`config.mk`:
```
export PLATFORM = sky130hd
export DESIGN_NAME = mergeTop
export DESIGN_NICKNAME = d
export VERILOG_FILES = /design/src/common/fifoPkg.sv /design/src/common/apbPkg.sv /design/src/fifo/fifoController.sv /design/src/fifo/fifoMemory.sv /design/src/fifo/fastFifo.sv /design/src/logic/streamMerger.sv /design/src/logic/apbRegs.sv /design/src/logic/mergeTop.sv
export VERILOG_INCLUDE_DIRS = /design/src /design/src/common
export SDC_FILE = /design/constraint.sdc
export NUM_CORES = 1
export LEC_CHECK = 0
export BUFFER_PORTS_ARGS = -buffer_cell sky130_fd_sc_hd__buf_2
export CAP_MARGIN = 20
export CORE_AREA = 2 2 187 281
export CTS_CLUSTER_DIAMETER = 120
export CTS_CLUSTER_SIZE = 14
export DETAILED_ROUTE_END_ITERATION = 7
export DIE_AREA = 0 0 189 283
export PLACE_DENSITY = 0.67
export SYNTH_ARGS = -nofsm -noshare
export SYNTH_HDL_FRONTEND = slang
export SYNTH_SLANG_ARGS = --single-unit
export TNS_END_PERCENT = 30
```
`constraint.sdc`:
```
create_clock -name rdclk -period 3.05 [get_ports rdclk]
set_clock_uncertainty 0.2 [all_clocks]
set_input_delay 0.61 -clock rdclk [delete_from_list [all_inputs] [get_ports rdclk]]
set_output_delay 0.61 -clock rdclk [all_outputs]
set_load 0.05 [all_outputs]
```
`src/common/fifo_settings.svh`:
```
`ifndef FIFO_SETTINGS_SVH
`define FIFO_SETTINGS_SVH

// Entries per channel as a power of two, 16 words
`define FIFO_DEPTH_LOG2 4

// Payload width of one stream word
`define FIFO_WIDTH 16

// Register stages between the write port and the memory
`define FIFO_WRITE_STAGES 1

// Cycles from an accepted pop to dataValid
// One for the address register, one for the memory output register
`define FIFO_READ_LATENCY 2

// Width of the merged-word counters
`define COUNT_WIDTH 16

`endif

```
`src/common/fifoPkg.sv`:
```
`default_nettype none

`include "fifo_settings.svh"

package fifoPkg;

    // One write port beat
    typedef struct packed {
        logic                   wrEn;
        logic [`FIFO_WIDTH-1:0] data;
    } fifoWrite_t;

    // Read-side status of one FIFO
    // usedw has one extra bit so a full FIFO reads 16
    typedef struct packed {
        logic                     empty;
        logic [`FIFO_DEPTH_LOG2:0] usedw;
    } fifoStatus_t;

    // Output stream word, tag is the source channel
    typedef struct packed {
        logic                   valid;
        logic                   tag;
        logic [`FIFO_WIDTH-1:0] data;
    } mergedWord_t;

endpackage

`default_nettype wire

```
`src/common/apbPkg.sv`:
```
`default_nettype none

package apbPkg;

    typedef struct packed {
        logic        psel;
        logic        penable;
        logic        pwrite;
        logic [3:0]  paddr;
        logic [31:0] pwdata;
    } apbReq_t;

    typedef struct packed {
        logic        pready;
        logic        pslverr;
        logic [31:0] prdata;
    } apbResp_t;

    // Word offsets of the register map
    localparam logic [3:0] REG_CTRL   = 4'd0;
    localparam logic [3:0] REG_STATUS = 4'd1;
    localparam logic [3:0] REG_COUNT0 = 4'd2;
    localparam logic [3:0] REG_COUNT1 = 4'd3;

endpackage

`default_nettype wire

```
`src/fifo/fifoController.sv`:
```
`default_nettype none

`include "fifo_settings.svh"

module fifoController (
    input  logic                         rdclk,
    input  logic                         rdrst,
    input  logic                         writeEnable,
    input  logic                         readRequest,
    output logic                         isReading,
    output fifoPkg::fifoStatus_t         status,
    output logic [`FIFO_DEPTH_LOG2-1:0]  writeAddr,
    output logic [`FIFO_DEPTH_LOG2-1:0]  nextReadAddr,
    output logic                         readAddressStall
);

    // One wrap bit above the address so full and empty differ
    localparam int PtrWidth = `FIFO_DEPTH_LOG2 + 1;

    logic [PtrWidth-1:0] writePtr;
    logic [PtrWidth-1:0] writePtrD;
    logic [PtrWidth-1:0] readPtr;
    logic [PtrWidth-1:0] readPtrD;
    logic                rdrstD;
    logic                empty;

    always_ff @(posedge rdclk) begin
        if (rdrst) begin
            writePtr <= '0;
        end else if (writeEnable) begin
            writePtr <= writePtr + 1'b1;
        end
    end

    // Pointers as seen from the opposite side, one cycle late
    always_ff @(posedge rdclk) begin
        if (rdrst) begin
            writePtrD <= '0;
            readPtrD  <= '0;
        end else begin
            writePtrD <= writePtr;
            readPtrD  <= readPtr;
        end
    end

    always_ff @(posedge rdclk) begin
        rdrstD <= rdrst;
    end

    // The data behind writePtrD has already reached the memory
    assign empty = writePtrD == readPtr;

    // No pop in the preload cycle right after reset
    assign isReading = readRequest && !empty && !rdrstD;

    // Unstalled right after reset so the address register picks up entry 0
    assign readAddressStall = !(isReading || rdrstD);

    always_ff @(posedge rdclk) begin
        if (rdrst) begin
            readPtr <= '0;
        end else if (isReading) begin
            readPtr <= readPtr + 1'b1;
        end
    end

    assign status.empty = empty;
    assign status.usedw = writePtr - readPtrD;

    assign writeAddr    = writePtr[`FIFO_DEPTH_LOG2-1:0];
    assign nextReadAddr = readPtr[`FIFO_DEPTH_LOG2-1:0];

endmodule

`default_nettype wire

```
`src/fifo/fifoMemory.sv`:
```
`default_nettype none

`include "fifo_settings.svh"

module fifoMemory (
    input  logic                         rdclk,
    input  logic                         writeEnable,
    input  logic [`FIFO_DEPTH_LOG2-1:0]  writeAddr,
    input  logic [`FIFO_WIDTH-1:0]       dataIn,
    input  logic                         readAddressStall,
    input  logic [`FIFO_DEPTH_LOG2-1:0]  readAddr,
    output logic [`FIFO_WIDTH-1:0]       dataOut
);

    logic [`FIFO_WIDTH-1:0]      mem [2**`FIFO_DEPTH_LOG2];
    logic [`FIFO_DEPTH_LOG2-1:0] readAddrReg;

    always_ff @(posedge rdclk) begin
        if (writeEnable) begin
            mem[writeAddr] <= dataIn;
        end
    end

    // Address register holds its value while stalled
    always_ff @(posedge rdclk) begin
        if (!readAddressStall) begin
            readAddrReg <= readAddr;
        end
    end

    // Output register, second cycle of read latency
    always_ff @(posedge rdclk) begin
        dataOut <= mem[readAddrReg];
    end

endmodule

`default_nettype wire

```
`src/fifo/fastFifo.sv`:
```
`default_nettype none

`include "fifo_settings.svh"

module fastFifo (
    input  logic                   rdclk,
    input  logic                   rdrst,
    input  fifoPkg::fifoWrite_t    wrPort,
    input  logic                   pop,
    output fifoPkg::fifoStatus_t   status,
    output logic [`FIFO_WIDTH-1:0] dataOut,
    output logic                   dataValid
);

    logic                        isReading;
    logic                        readAddressStall;
    logic [`FIFO_DEPTH_LOG2-1:0] writeAddr;
    logic [`FIFO_DEPTH_LOG2-1:0] nextReadAddr;

    logic                        wrEnPipe   [`FIFO_WRITE_STAGES];
    logic [`FIFO_DEPTH_LOG2-1:0] wrAddrPipe [`FIFO_WRITE_STAGES];
    logic [`FIFO_WIDTH-1:0]      wrDataPipe [`FIFO_WRITE_STAGES];
    logic                        validPipe  [`FIFO_READ_LATENCY];

    fifoController u_controller (
        .rdclk            (rdclk),
        .rdrst            (rdrst),
        .writeEnable      (wrPort.wrEn),
        .readRequest      (pop),
        .isReading        (isReading),
        .status           (status),
        .writeAddr        (writeAddr),
        .nextReadAddr     (nextReadAddr),
        .readAddressStall (readAddressStall)
    );

    // Write side delay, enable is control and gets reset
    always_ff @(posedge rdclk) begin
        if (rdrst) begin
            for (int i = 0; i < `FIFO_WRITE_STAGES; i++) begin
                wrEnPipe[i] <= 1'b0;
            end
        end else begin
            wrEnPipe[0] <= wrPort.wrEn;
            for (int i = 1; i < `FIFO_WRITE_STAGES; i++) begin
                wrEnPipe[i] <= wrEnPipe[i-1];
            end
        end
    end

    always_ff @(posedge rdclk) begin
        wrAddrPipe[0] <= writeAddr;
        wrDataPipe[0] <= wrPort.data;
        for (int i = 1; i < `FIFO_WRITE_STAGES; i++) begin
            wrAddrPipe[i] <= wrAddrPipe[i-1];
            wrDataPipe[i] <= wrDataPipe[i-1];
        end
    end

    fifoMemory u_memory (
        .rdclk            (rdclk),
        .writeEnable      (wrEnPipe[`FIFO_WRITE_STAGES-1]),
        .writeAddr        (wrAddrPipe[`FIFO_WRITE_STAGES-1]),
        .dataIn           (wrDataPipe[`FIFO_WRITE_STAGES-1]),
        .readAddressStall (readAddressStall),
        .readAddr         (nextReadAddr),
        .dataOut          (dataOut)
    );

    // Valid follows the accepted pop through the memory latency
    always_ff @(posedge rdclk) begin
        if (rdrst) begin
            for (int i = 0; i < `FIFO_READ_LATENCY; i++) begin
                validPipe[i] <= 1'b0;
            end
        end else begin
            validPipe[0] <= isReading;
            for (int i = 1; i < `FIFO_READ_LATENCY; i++) begin
                validPipe[i] <= validPipe[i-1];
            end
        end
    end

    assign dataValid = validPipe[`FIFO_READ_LATENCY-1];

endmodule

`default_nettype wire

```
`src/logic/streamMerger.sv`:
```
`default_nettype none

`include "fifo_settings.svh"

module streamMerger (
    input  logic                    rdclk,
    input  logic                    rdrst,
    input  fifoPkg::fifoStatus_t    status0,
    input  fifoPkg::fifoStatus_t    status1,
    input  logic [`FIFO_WIDTH-1:0]  data0,
    input  logic [`FIFO_WIDTH-1:0]  data1,
    input  logic                    valid0,
    input  logic                    valid1,
    input  logic                    enable,
    input  logic [1:0]              mask,
    output logic                    pop0,
    output logic                    pop1,
    output fifoPkg::mergedWord_t    outWord,
    output logic [`COUNT_WIDTH-1:0] count0,
    output logic [`COUNT_WIDTH-1:0] count1
);

    logic ready0;
    logic ready1;
    logic pick1;
    logic lastPick1;
    logic req0;
    logic req1;

    assign ready0 = enable && mask[0] && !status0.empty;
    assign ready1 = enable && mask[1] && !status1.empty;

    // Both ready: take the other one than last time
    assign pick1 = (ready0 && ready1) ? !lastPick1 : ready1;

    // Decision is registered, pop happens next cycle
    always_ff @(posedge rdclk) begin
        if (rdrst) begin
            req0      <= 1'b0;
            req1      <= 1'b0;
            lastPick1 <= 1'b1;
        end else begin
            req0 <= ready0 && !pick1;
            req1 <= pick1;
            if (ready0 || ready1) begin
                lastPick1 <= pick1;
            end
        end
    end

    // Current enable, mask and empty still gate the request
    assign pop0 = req0 && ready0;
    assign pop1 = req1 && ready1;

    // Only one pop per cycle, so at most one valid returns at a time
    assign outWord.valid = valid0 || valid1;
    assign outWord.tag   = valid1;
    assign outWord.data  = valid1 ? data1 : data0;

    always_ff @(posedge rdclk) begin
        if (rdrst) begin
            count0 <= '0;
            count1 <= '0;
        end else begin
            if (valid0) begin
                count0 <= count0 + 1'b1;
            end
            if (valid1) begin
                count1 <= count1 + 1'b1;
            end
        end
    end

endmodule

`default_nettype wire

```
`src/logic/apbRegs.sv`:
```
`default_nettype none

`include "fifo_settings.svh"

module apbRegs (
    input  logic                    rdclk,
    input  logic                    rdrst,
    input  apbPkg::apbReq_t         apbIn,
    output apbPkg::apbResp_t        apbOut,
    input  fifoPkg::fifoStatus_t    status0,
    input  fifoPkg::fifoStatus_t    status1,
    input  logic [`COUNT_WIDTH-1:0] count0,
    input  logic [`COUNT_WIDTH-1:0] count1,
    output logic                    enable,
    output logic [1:0]              mask
);

    import apbPkg::*;

    logic access;
    logic addrOk;
    logic ctrlWrite;

    // Access phase, no wait states
    assign access    = apbIn.psel && apbIn.penable;
    assign addrOk    = apbIn.paddr <= REG_COUNT1;
    assign ctrlWrite = access && apbIn.pwrite && (apbIn.paddr == REG_CTRL);

    always_ff @(posedge rdclk) begin
        if (rdrst) begin
            enable <= 1'b0;
            mask   <= 2'b00;
        end else if (ctrlWrite) begin
            enable <= apbIn.pwdata[0];
            mask   <= apbIn.pwdata[2:1];
        end
    end

    assign apbOut.pready  = access;
    // Bad offset, or a write anywhere but the control register
    assign apbOut.pslverr = access && (!addrOk || (apbIn.pwrite && !ctrlWrite));

    // Status layout: channel 1 occupancy in the upper half
    always_comb begin
        case (apbIn.paddr)
            REG_CTRL:   apbOut.prdata = {29'd0, mask, enable};
            REG_STATUS: apbOut.prdata = {16'(status1.usedw), 16'(status0.usedw)};
            REG_COUNT0: apbOut.prdata = 32'(count0);
            REG_COUNT1: apbOut.prdata = 32'(count1);
            default:    apbOut.prdata = '0;
        endcase
    end

endmodule

`default_nettype wire

```
`src/logic/mergeTop.sv`:
```
`default_nettype none

`include "fifo_settings.svh"

module mergeTop (
    input  logic                 rdclk,
    input  logic                 rdrst,
    input  fifoPkg::fifoWrite_t  wrPort0,
    input  fifoPkg::fifoWrite_t  wrPort1,
    input  apbPkg::apbReq_t      apbIn,
    output apbPkg::apbResp_t     apbOut,
    output fifoPkg::mergedWord_t outWord
);

    import fifoPkg::*;

    fifoStatus_t             status0;
    fifoStatus_t             status1;
    logic [`FIFO_WIDTH-1:0]  data0;
    logic [`FIFO_WIDTH-1:0]  data1;
    logic                    valid0;
    logic                    valid1;
    logic                    pop0;
    logic                    pop1;
    logic                    enable;
    logic [1:0]              mask;
    logic [`COUNT_WIDTH-1:0] count0;
    logic [`COUNT_WIDTH-1:0] count1;

    fastFifo u_fifo0 (
        .rdclk     (rdclk),
        .rdrst     (rdrst),
        .wrPort    (wrPort0),
        .pop       (pop0),
        .status    (status0),
        .dataOut   (data0),
        .dataValid (valid0)
    );

    fastFifo u_fifo1 (
        .rdclk     (rdclk),
        .rdrst     (rdrst),
        .wrPort    (wrPort1),
        .pop       (pop1),
        .status    (status1),
        .dataOut   (data1),
        .dataValid (valid1)
    );

    streamMerger u_merger (
        .rdclk   (rdclk),
        .rdrst   (rdrst),
        .status0 (status0),
        .status1 (status1),
        .data0   (data0),
        .data1   (data1),
        .valid0  (valid0),
        .valid1  (valid1),
        .enable  (enable),
        .mask    (mask),
        .pop0    (pop0),
        .pop1    (pop1),
        .outWord (outWord),
        .count0  (count0),
        .count1  (count1)
    );

    apbRegs u_regs (
        .rdclk   (rdclk),
        .rdrst   (rdrst),
        .apbIn   (apbIn),
        .apbOut  (apbOut),
        .status0 (status0),
        .status1 (status1),
        .count0  (count0),
        .count1  (count1),
        .enable  (enable),
        .mask    (mask)
    );

endmodule

`default_nettype wire

```
==> results of run 1 <==
path summary, 6_finish.rpt:
kind	slack, ns	endpoint	cells after the start	start
setup / recovery	0.007	apbOut[4]	9	u_fifo0.u_controller.writePtr[0]
hold / removal	0.07	u_regs.mask[0]	3	apbIn[1]
setup reg to reg	0.73	u_fifo1.u_memory.dataOut[10]	5	u_fifo1.u_memory.readAddrReg[0]
hold reg to reg	0.21	u_fifo0.wrAddrPipe[0][1]	0	u_fifo0.u_controller.writePtr[1]
cells by family after synthesis:
kind of cell	Yosys count	share of synthesized area, %
compound gates	117	3.35
xor+xnor	55	1.90
fa+ha+maj	16	0.849
buf+inv	88	2.12
flops	677	74.0
mux	155	13.0
other cells	1	0.0148
simple gates	250	4.83
stage by stage:
step | total power, mW | cells
after floorplan | 10.8 | 1369
after global placement | 11.0 | 2125
after detailed placement | 11.0 | 2125
after CTS | 17.5 | 2257
after global routing | 17.8 | 2258
final | 17.3 | 2258
cell type report:
| class | instances | area share (%) |
|---|---|---|
| flip-flops and latches | 677 | 64.9 |
| multi-input cells | 604 | 21.7 |
| clock buffers | 94 | 5.20 |
| repair buffers | 185 | 4.70 |
| well taps | 676 | 2.93 |
| clock inverters | 4 | 0.303 |
| inverters | 17 | 0.229 |
| diodes | 1 | 0.00866 |
what timing repair did:
item / CTS / global route
hold buffers: 32 / 0
pin swaps: 7 / 7
setup endpoints to repair: 5 / 7
buffers inserted: 2 / 0
resized for setup: 23 / 9
endpoints found under the hold margin: 32 / 0
per-layer routing:
layer | part of all wire (%) | up-vias | GRT usage [%]
li1 | - | 5695 | -
met4 | 2.8 | 0 | 6.00
met2 | 56 | 291 | 37.2
met3 | 3.5 | 85 | 2.56
met5 | 0 | - | 0
met1 | 38 | 6581 | 23.2
where the power goes:
part | total [mW] | switching (mW) | leakage (nW) | internal (mW)
Clock | 6.45 | 3.09 | 0.748 | 3.36
Combinational | 0.676 | 0.400 | 2.98 | 0.276
Sequential | 10.2 | 0.146 | 5.99 | 10.0
Total | 17.3 | 3.64 | 9.71 | 13.7
sequential cells by signal (all words and copies together), names as in the netlist, 16 cells and up:
name	cells
u_fifo0.u_memory.mem	256
u_fifo1.u_memory.mem	256
u_fifo0.u_memory.dataOut	16
u_fifo0.wrDataPipe	16
u_fifo1.u_memory.dataOut	16
u_fifo1.wrDataPipe	16
u_merger.count0	16
u_merger.count1	16
synthesized netlist by cell type, drive strengths merged:
master / n / area [um2]
edfxtp: 520 / 15600
or3b: 2 / 17.5
o41ai: 1 / 8.76
a21o: 5 / 37.5
a211oi: 1 / 7.51
clkbuf: 21 / 78.8
nor4b: 1 / 15.0
or3: 6 / 37.5
nor2: 86 / 323
or4: 1 / 7.51
nand4: 13 / 93.8
xor2: 33 / 289
o21bai: 3 / 22.5
nand3: 14 / 70.1
conb: 1 / 3.75
and4: 3 / 27.5
a21oi: 11 / 58.8
fa: 2 / 40.0
a2111oi: 1 / 15.0
o31ai: 1 / 7.51
buf: 50 / 395
o21ai: 14 / 70.1
or2: 1 / 6.26
and2: 4 / 25.0
mux2i: 7 / 70.1
nand3b: 4 / 30.0
nand2b: 5 / 31.3
inv: 17 / 63.8
nor3: 16 / 80.1
nor3b: 1 / 7.51
nor2b: 28 / 175
mux4: 128 / 3000
nor4: 1 / 12.5
xnor2: 22 / 193
nand4b: 1 / 8.76
a221o: 3 / 30.0
ha: 14 / 175
nand2: 56 / 210
nor4bb: 1 / 10.0
and3: 6 / 37.5
dfxtp: 157 / 3140
a22o: 11 / 96.3
a22oi: 66 / 495
mux2: 20 / 225
worst max-delay path, stage by stage, from the launching register on:
cell     delay [ns]
dfxtp_2        0.33
inv_2          0.05
ha_4           0.15
fa_2           0.38
inv_2          0.06
a21o_1         0.12
a21oi_2        0.07
xnor2_2        0.14
o21ai_2        0.16
buf_6          0.18
==> qor.yml, run 1 <==
timing:
  fin_ws_ns: 0.00671
  tns_ns: 0
  period_needed_ns: 3.04
  hold_violations: 0
  fmax_mhz: 329
  setup_viol_count_final: 0
  fin_crit_sh_pct: 99.8
  fin_hold_ws_ns: 0.0677
  rsz0062_at_grt: "true"
  max_slew.worst_pin.slew_ns: 0.943
  max-slew-margin-rel_pct: 37.2
  drv_slew: 0
final_layout:
  layout.nets: 1630
  fillCellCount: 3789
  final-seq-area_mm2: 0.0188
  drive_above_1_share_pct: 24.6
  final_util_pct: 56.5
  layout_commonest_cell: "edfxtp_1"
  synthToLayoutAreaGrowth_pct: 13.9
  multi_input_area_mm2: 0.00627
  design_area_mm2: 0.0289
  final_cell_mix: "edfxtp_1 (520), dfxtp_1 (153), mux4_2 (98)"
clock_network:
  clkSinkCount: 677
  clkLatencyLatePin_ns: 0.61
  cts-root-to-sink-buffers: 3
  ctsHtreeMaxLevel: 2
  clk_pin_slew_ns: 0.06
  cts-root-buf: "clkbuf_16"
  numCtsBuffers: 54
  cts_tree: "done"
logic_synthesis:
  yosysSeqAreaShare_pct: 74.0
  synth_cell_types: 52
  synth_seq_cells: 677
  syn-cell-area_mm2: 0.0254
  syn_area_per_cell_um2: 18.7
  netlist_instances: 1359
  yosys_warnings: 0
route:
  vias: 12700
  wirelength_mm: 52.4
  via_per_inst: 5.60
  route.detailed.wl_per_inst_um: 23.2
  postRouteAntennaNets: 0
  drtPass1Iterations: 5
  drt_iter0_markers: 861
  drc: 0
floorplanning:
  ioPinCount: 127
  row_count: 102
  fp.dieH_um: 283
  die_w_um: 189
  core-area_mm2: 0.0512
  initial_core_util_pct: 49.6
  die_area_mm2: 0.0535
place:
  pre_cts_slack_ns: 0.256
  placed_cell_area_mm2: 0.0269
  dp_hpwl_mm: 31.6
  io_buffers: 86
  finalWeightedCongestion: 0.775
run:
  drv_cap: 0
critical_path:
  worst-setup-path-type: "register to output pin"
  cp-end-kind: "output pin"
  worst_setup_path_start_kind: "register"
  crit_fanout: 2
  critPathRequiredTime_ns: 2.24
  arrival_ns: 2.23
grt:
  grt.total_usage_pct: 19.7
  antenna_found_initial: 1
  grt_pass1_wl_mm: 78.8
  grt_max_degree: 65
  grt_pass1_vias: 13100
  gr-total-overflow: 0
power:
  irDropWorstVdd_mv: 0.532
  p_per_area_mw_per_mm2: 599
  leakage_nw: 9.71
status:
  status: "finished clean"
min_path:
  min_path_type: "input pin to register"
(Power assumes the default switching activity.)
==> run 2, diff against run 1 <==
--- a/config.mk
+++ b/config.mk
@@ -6,13 +6,14 @@
 export SDC_FILE = /design/constraint.sdc
 export NUM_CORES = 1
 export LEC_CHECK = 0
+export ABC_AREA = 1
 export BUFFER_PORTS_ARGS = -buffer_cell sky130_fd_sc_hd__buf_2
 export CAP_MARGIN = 20
-export CORE_AREA = 2 2 187 281
+export CORE_AREA = 2 2 192 288
 export CTS_CLUSTER_DIAMETER = 120
 export CTS_CLUSTER_SIZE = 14
 export DETAILED_ROUTE_END_ITERATION = 7
-export DIE_AREA = 0 0 189 283
+export DIE_AREA = 0 0 194 290
 export PLACE_DENSITY = 0.67
 export SYNTH_ARGS = -nofsm -noshare
 export SYNTH_HDL_FRONTEND = slang
==> qor.yml, run 2 <==
logic_synthesis:
  synth_top_area_share_pct: 58.6
  synth_common_cells: "edfxtp_1 (520), inv_1 (236), nand2_1 (189)"
  synth_cell_types: 41
  async_reset_ff_share_pct: 0
  yosysTopAreaCell: "edfxtp_1"
  synth_seq_cells: 677
  ys.flop_type: "edfxtp_1"
  synth.most_common_cell: "edfxtp_1"
  yosysSeqAreaShare_pct: 70.4
  synth-edff-count: 520
  syn-cell-area_mm2: 0.0266
  netlist_instances: 2122
  yosys_warnings: 0
  synth_area_leaders: "edfxtp_1 (59%), dfxtp_1 (12%), mux2i_1 (4.8%)"
  syn_area_per_cell_um2: 12.6
final_layout:
  fin_cells: 3002
  synthToLayoutAreaGrowth_pct: 12.8
  fillCellCount: 4377
  final_cell_mix: "edfxtp_1 (520), inv_1 (232), nand2_1 (187)"
  layout.nets: 2359
  reg_top3: "u_fifo0.u_memory.mem: 256 flops, u_fifo1.u_memory.mem: 256 flops"
  layout_commonest_cell: "edfxtp_1"
  multi_input_area_mm2: 0.00649
  diodes: 0
  final_util_pct: 56.1
  final-seq-area_mm2: 0.0188
  drive_above_1_share_pct: 12.7
route:
  postRouteAntennaNets: 0
  via_per_inst: 5.44
  wirelength_mm: 59.0
  vias: 16300
  drtPass1Iterations: 5
  route.detailed.wl_per_inst_um: 19.7
  drc: 0
  drt_iter0_markers: 944
grt:
  grt_pass1_vias: 16400
  gr-total-overflow: 0
  grt_pass1_wl_mm: 90.2
  grt_max_degree: 65
  grt.total_usage_pct: 20.8
  antenna_found_initial: 0
min_path:
  min_path_type: "input pin to register"
  min_path_cells: 3
floorplanning:
  fp.dieH_um: 290
  die_area_mm2: 0.0563
  initial_core_util_pct: 49.7
  row_count: 104
  die_w_um: 194
  core-area_mm2: 0.0536
  ioPinCount: 127
place:
  pre_cts_slack_ns: 0.235
  dp_hpwl_mm: 35.1
  finalWeightedCongestion: 0.827
  place_inst: 2860
  io_buffers: 86
critical_path:
  arrival_ns: 2.38
  r2r_cells: 7
  critPathRequiredTime_ns: 2.24
  worst-setup-path-type: "register to output pin"
  crit_fanout: 2
  worst_setup_path_start_kind: "register"
  cp-end-kind: "output pin"
clock_network:
  cts-root-buf: "clkbuf_16"
  ctsHtreeMaxLevel: 2
  numCtsBuffers: 54
  clkLatencyLatePin_ns: 0.63
  clk_pin_slew_ns: 0.07
  clkSinkCount: 677
  cts_tree: "done"
  cts-root-to-sink-buffers: 3
timing:
  max_slew.worst_pin.slew_ns: 1.00
  max-slew-margin-rel_pct: 33.2
  fin_crit_sh_pct: 105
  fin_hold_ws_ns: 0.0265
  fin_ws_ns: -0.137
  fmax_mhz: 314
  setup_viol_count_final: 1
  hold_violations: 0
  rsz0062_at_grt: "true"
  drv_slew: 0
  period_needed_ns: 3.19
status:
  failed_checks: "setup timing"
  status: "finished with violations"
power:
  p_per_area_mw_per_mm2: 582
  power.total_mw: 17.5
  leakage_nw: 10.8
  irDropWorstVdd_mv: 0.498
run:
  drv_cap: 0
[run 2: cell types whose count changed after synthesis, sizes merged, moves of 121 or more]
| cell | before | now |
|---|---|---|
| nand2 | 56 | 192 |
| o211ai | 0 | 129 |
| a21oi | 11 | 171 |
| mux2i | 7 | 128 |
| inv | 17 | 243 |
| o21ai | 14 | 194 |
| mux4 | 128 | 0 |
[run 2: final timing paths]
| path | start | endpoint | slack [ns] |
|---|---|---|---|
| worst max-delay path | u_fifo0.u_controller.writePtr[0] | apbOut[4] | -0.14 |
| worst min register to register | u_fifo0.u_controller.writePtr[3] | u_fifo0.wrAddrPipe[0][3] | 0.18 |
| worst max register to register | u_fifo1.u_memory.readAddrReg[1] | u_fifo1.u_memory.dataOut[1] | 0.91 |
| worst min-delay path | apbIn[1] | u_regs.mask[0] | 0.03 |
[run 2: per-layer routing]
layer	track usage (%)	routed length, um
met1	23.5	22200
met2	38.9	32000
met3	2.92	2490
met4	8.98	2370
met5	0	0
[run 2: area by class of cell]
cell class,count,area share (%)
Tap cell,689,2.87
Multi-Input combinational cell,1096,21.6
Inverter,244,3.06
Timing Repair Buffer,195,4.84
Sequential cell,677,62.4
Clock inverter,4,0.233
Clock buffer,97,5.03
[run 2: worst max-delay path, cell delays in order (launching register included)]
cell and delay, ns:
dfxtp_2 0.34, inv_2 0.05, ha_4 0.16, fa_2 0.35, o21ai_2 0.18, a21oi_2 0.08, xor2_1 0.16, o211ai_1 0.19
buf_4 0.23
[run 2: repair_timing]
| action | CTS | global route |
|---|---|---|
| pin swaps | 11 | 6 |
| hold endpoints to repair | 36 | 0 |
| hold buffers | 36 | 0 |
| buffers inserted | 5 | 0 |
| setup endpoints to repair | 7 | 9 |
| gates resized for setup | 25 | 7 |
[run 2: through the flow]
step / TNS [ns] / area [um2]
6_report: -0.137 / 30100
5_1_grt: -0.421 / 30100
4_1_cts: -0.193 / 30100
3_5_place_dp: 0 / 28000
3_3_place_gp: 0 / 28000
2_1_floorplan: 0 / 26700
[run 2: cell families (layout without fill, tap and decap cells)]
logic type	Yosys count	count (layout)	share of synthesized area, %
multiplexers	128	128	4.81
buffers and inverters	359	540	5.96
other	1	11	0.0141
flip-flops	677	677	70.4
XOR/XNOR	13	13	0.427
AND/OR/NAND/NOR	412	412	6.53
AO/OA/AOI/OAI	516	516	11.1
adder cells (fa/ha/maj)	16	16	0.808
[run 2: power breakdown]
group | internal (mW) | switching (mW)
Clock | 3.37 | 3.15
Sequential | 10.1 | 0.143
Combinational | 0.269 | 0.524
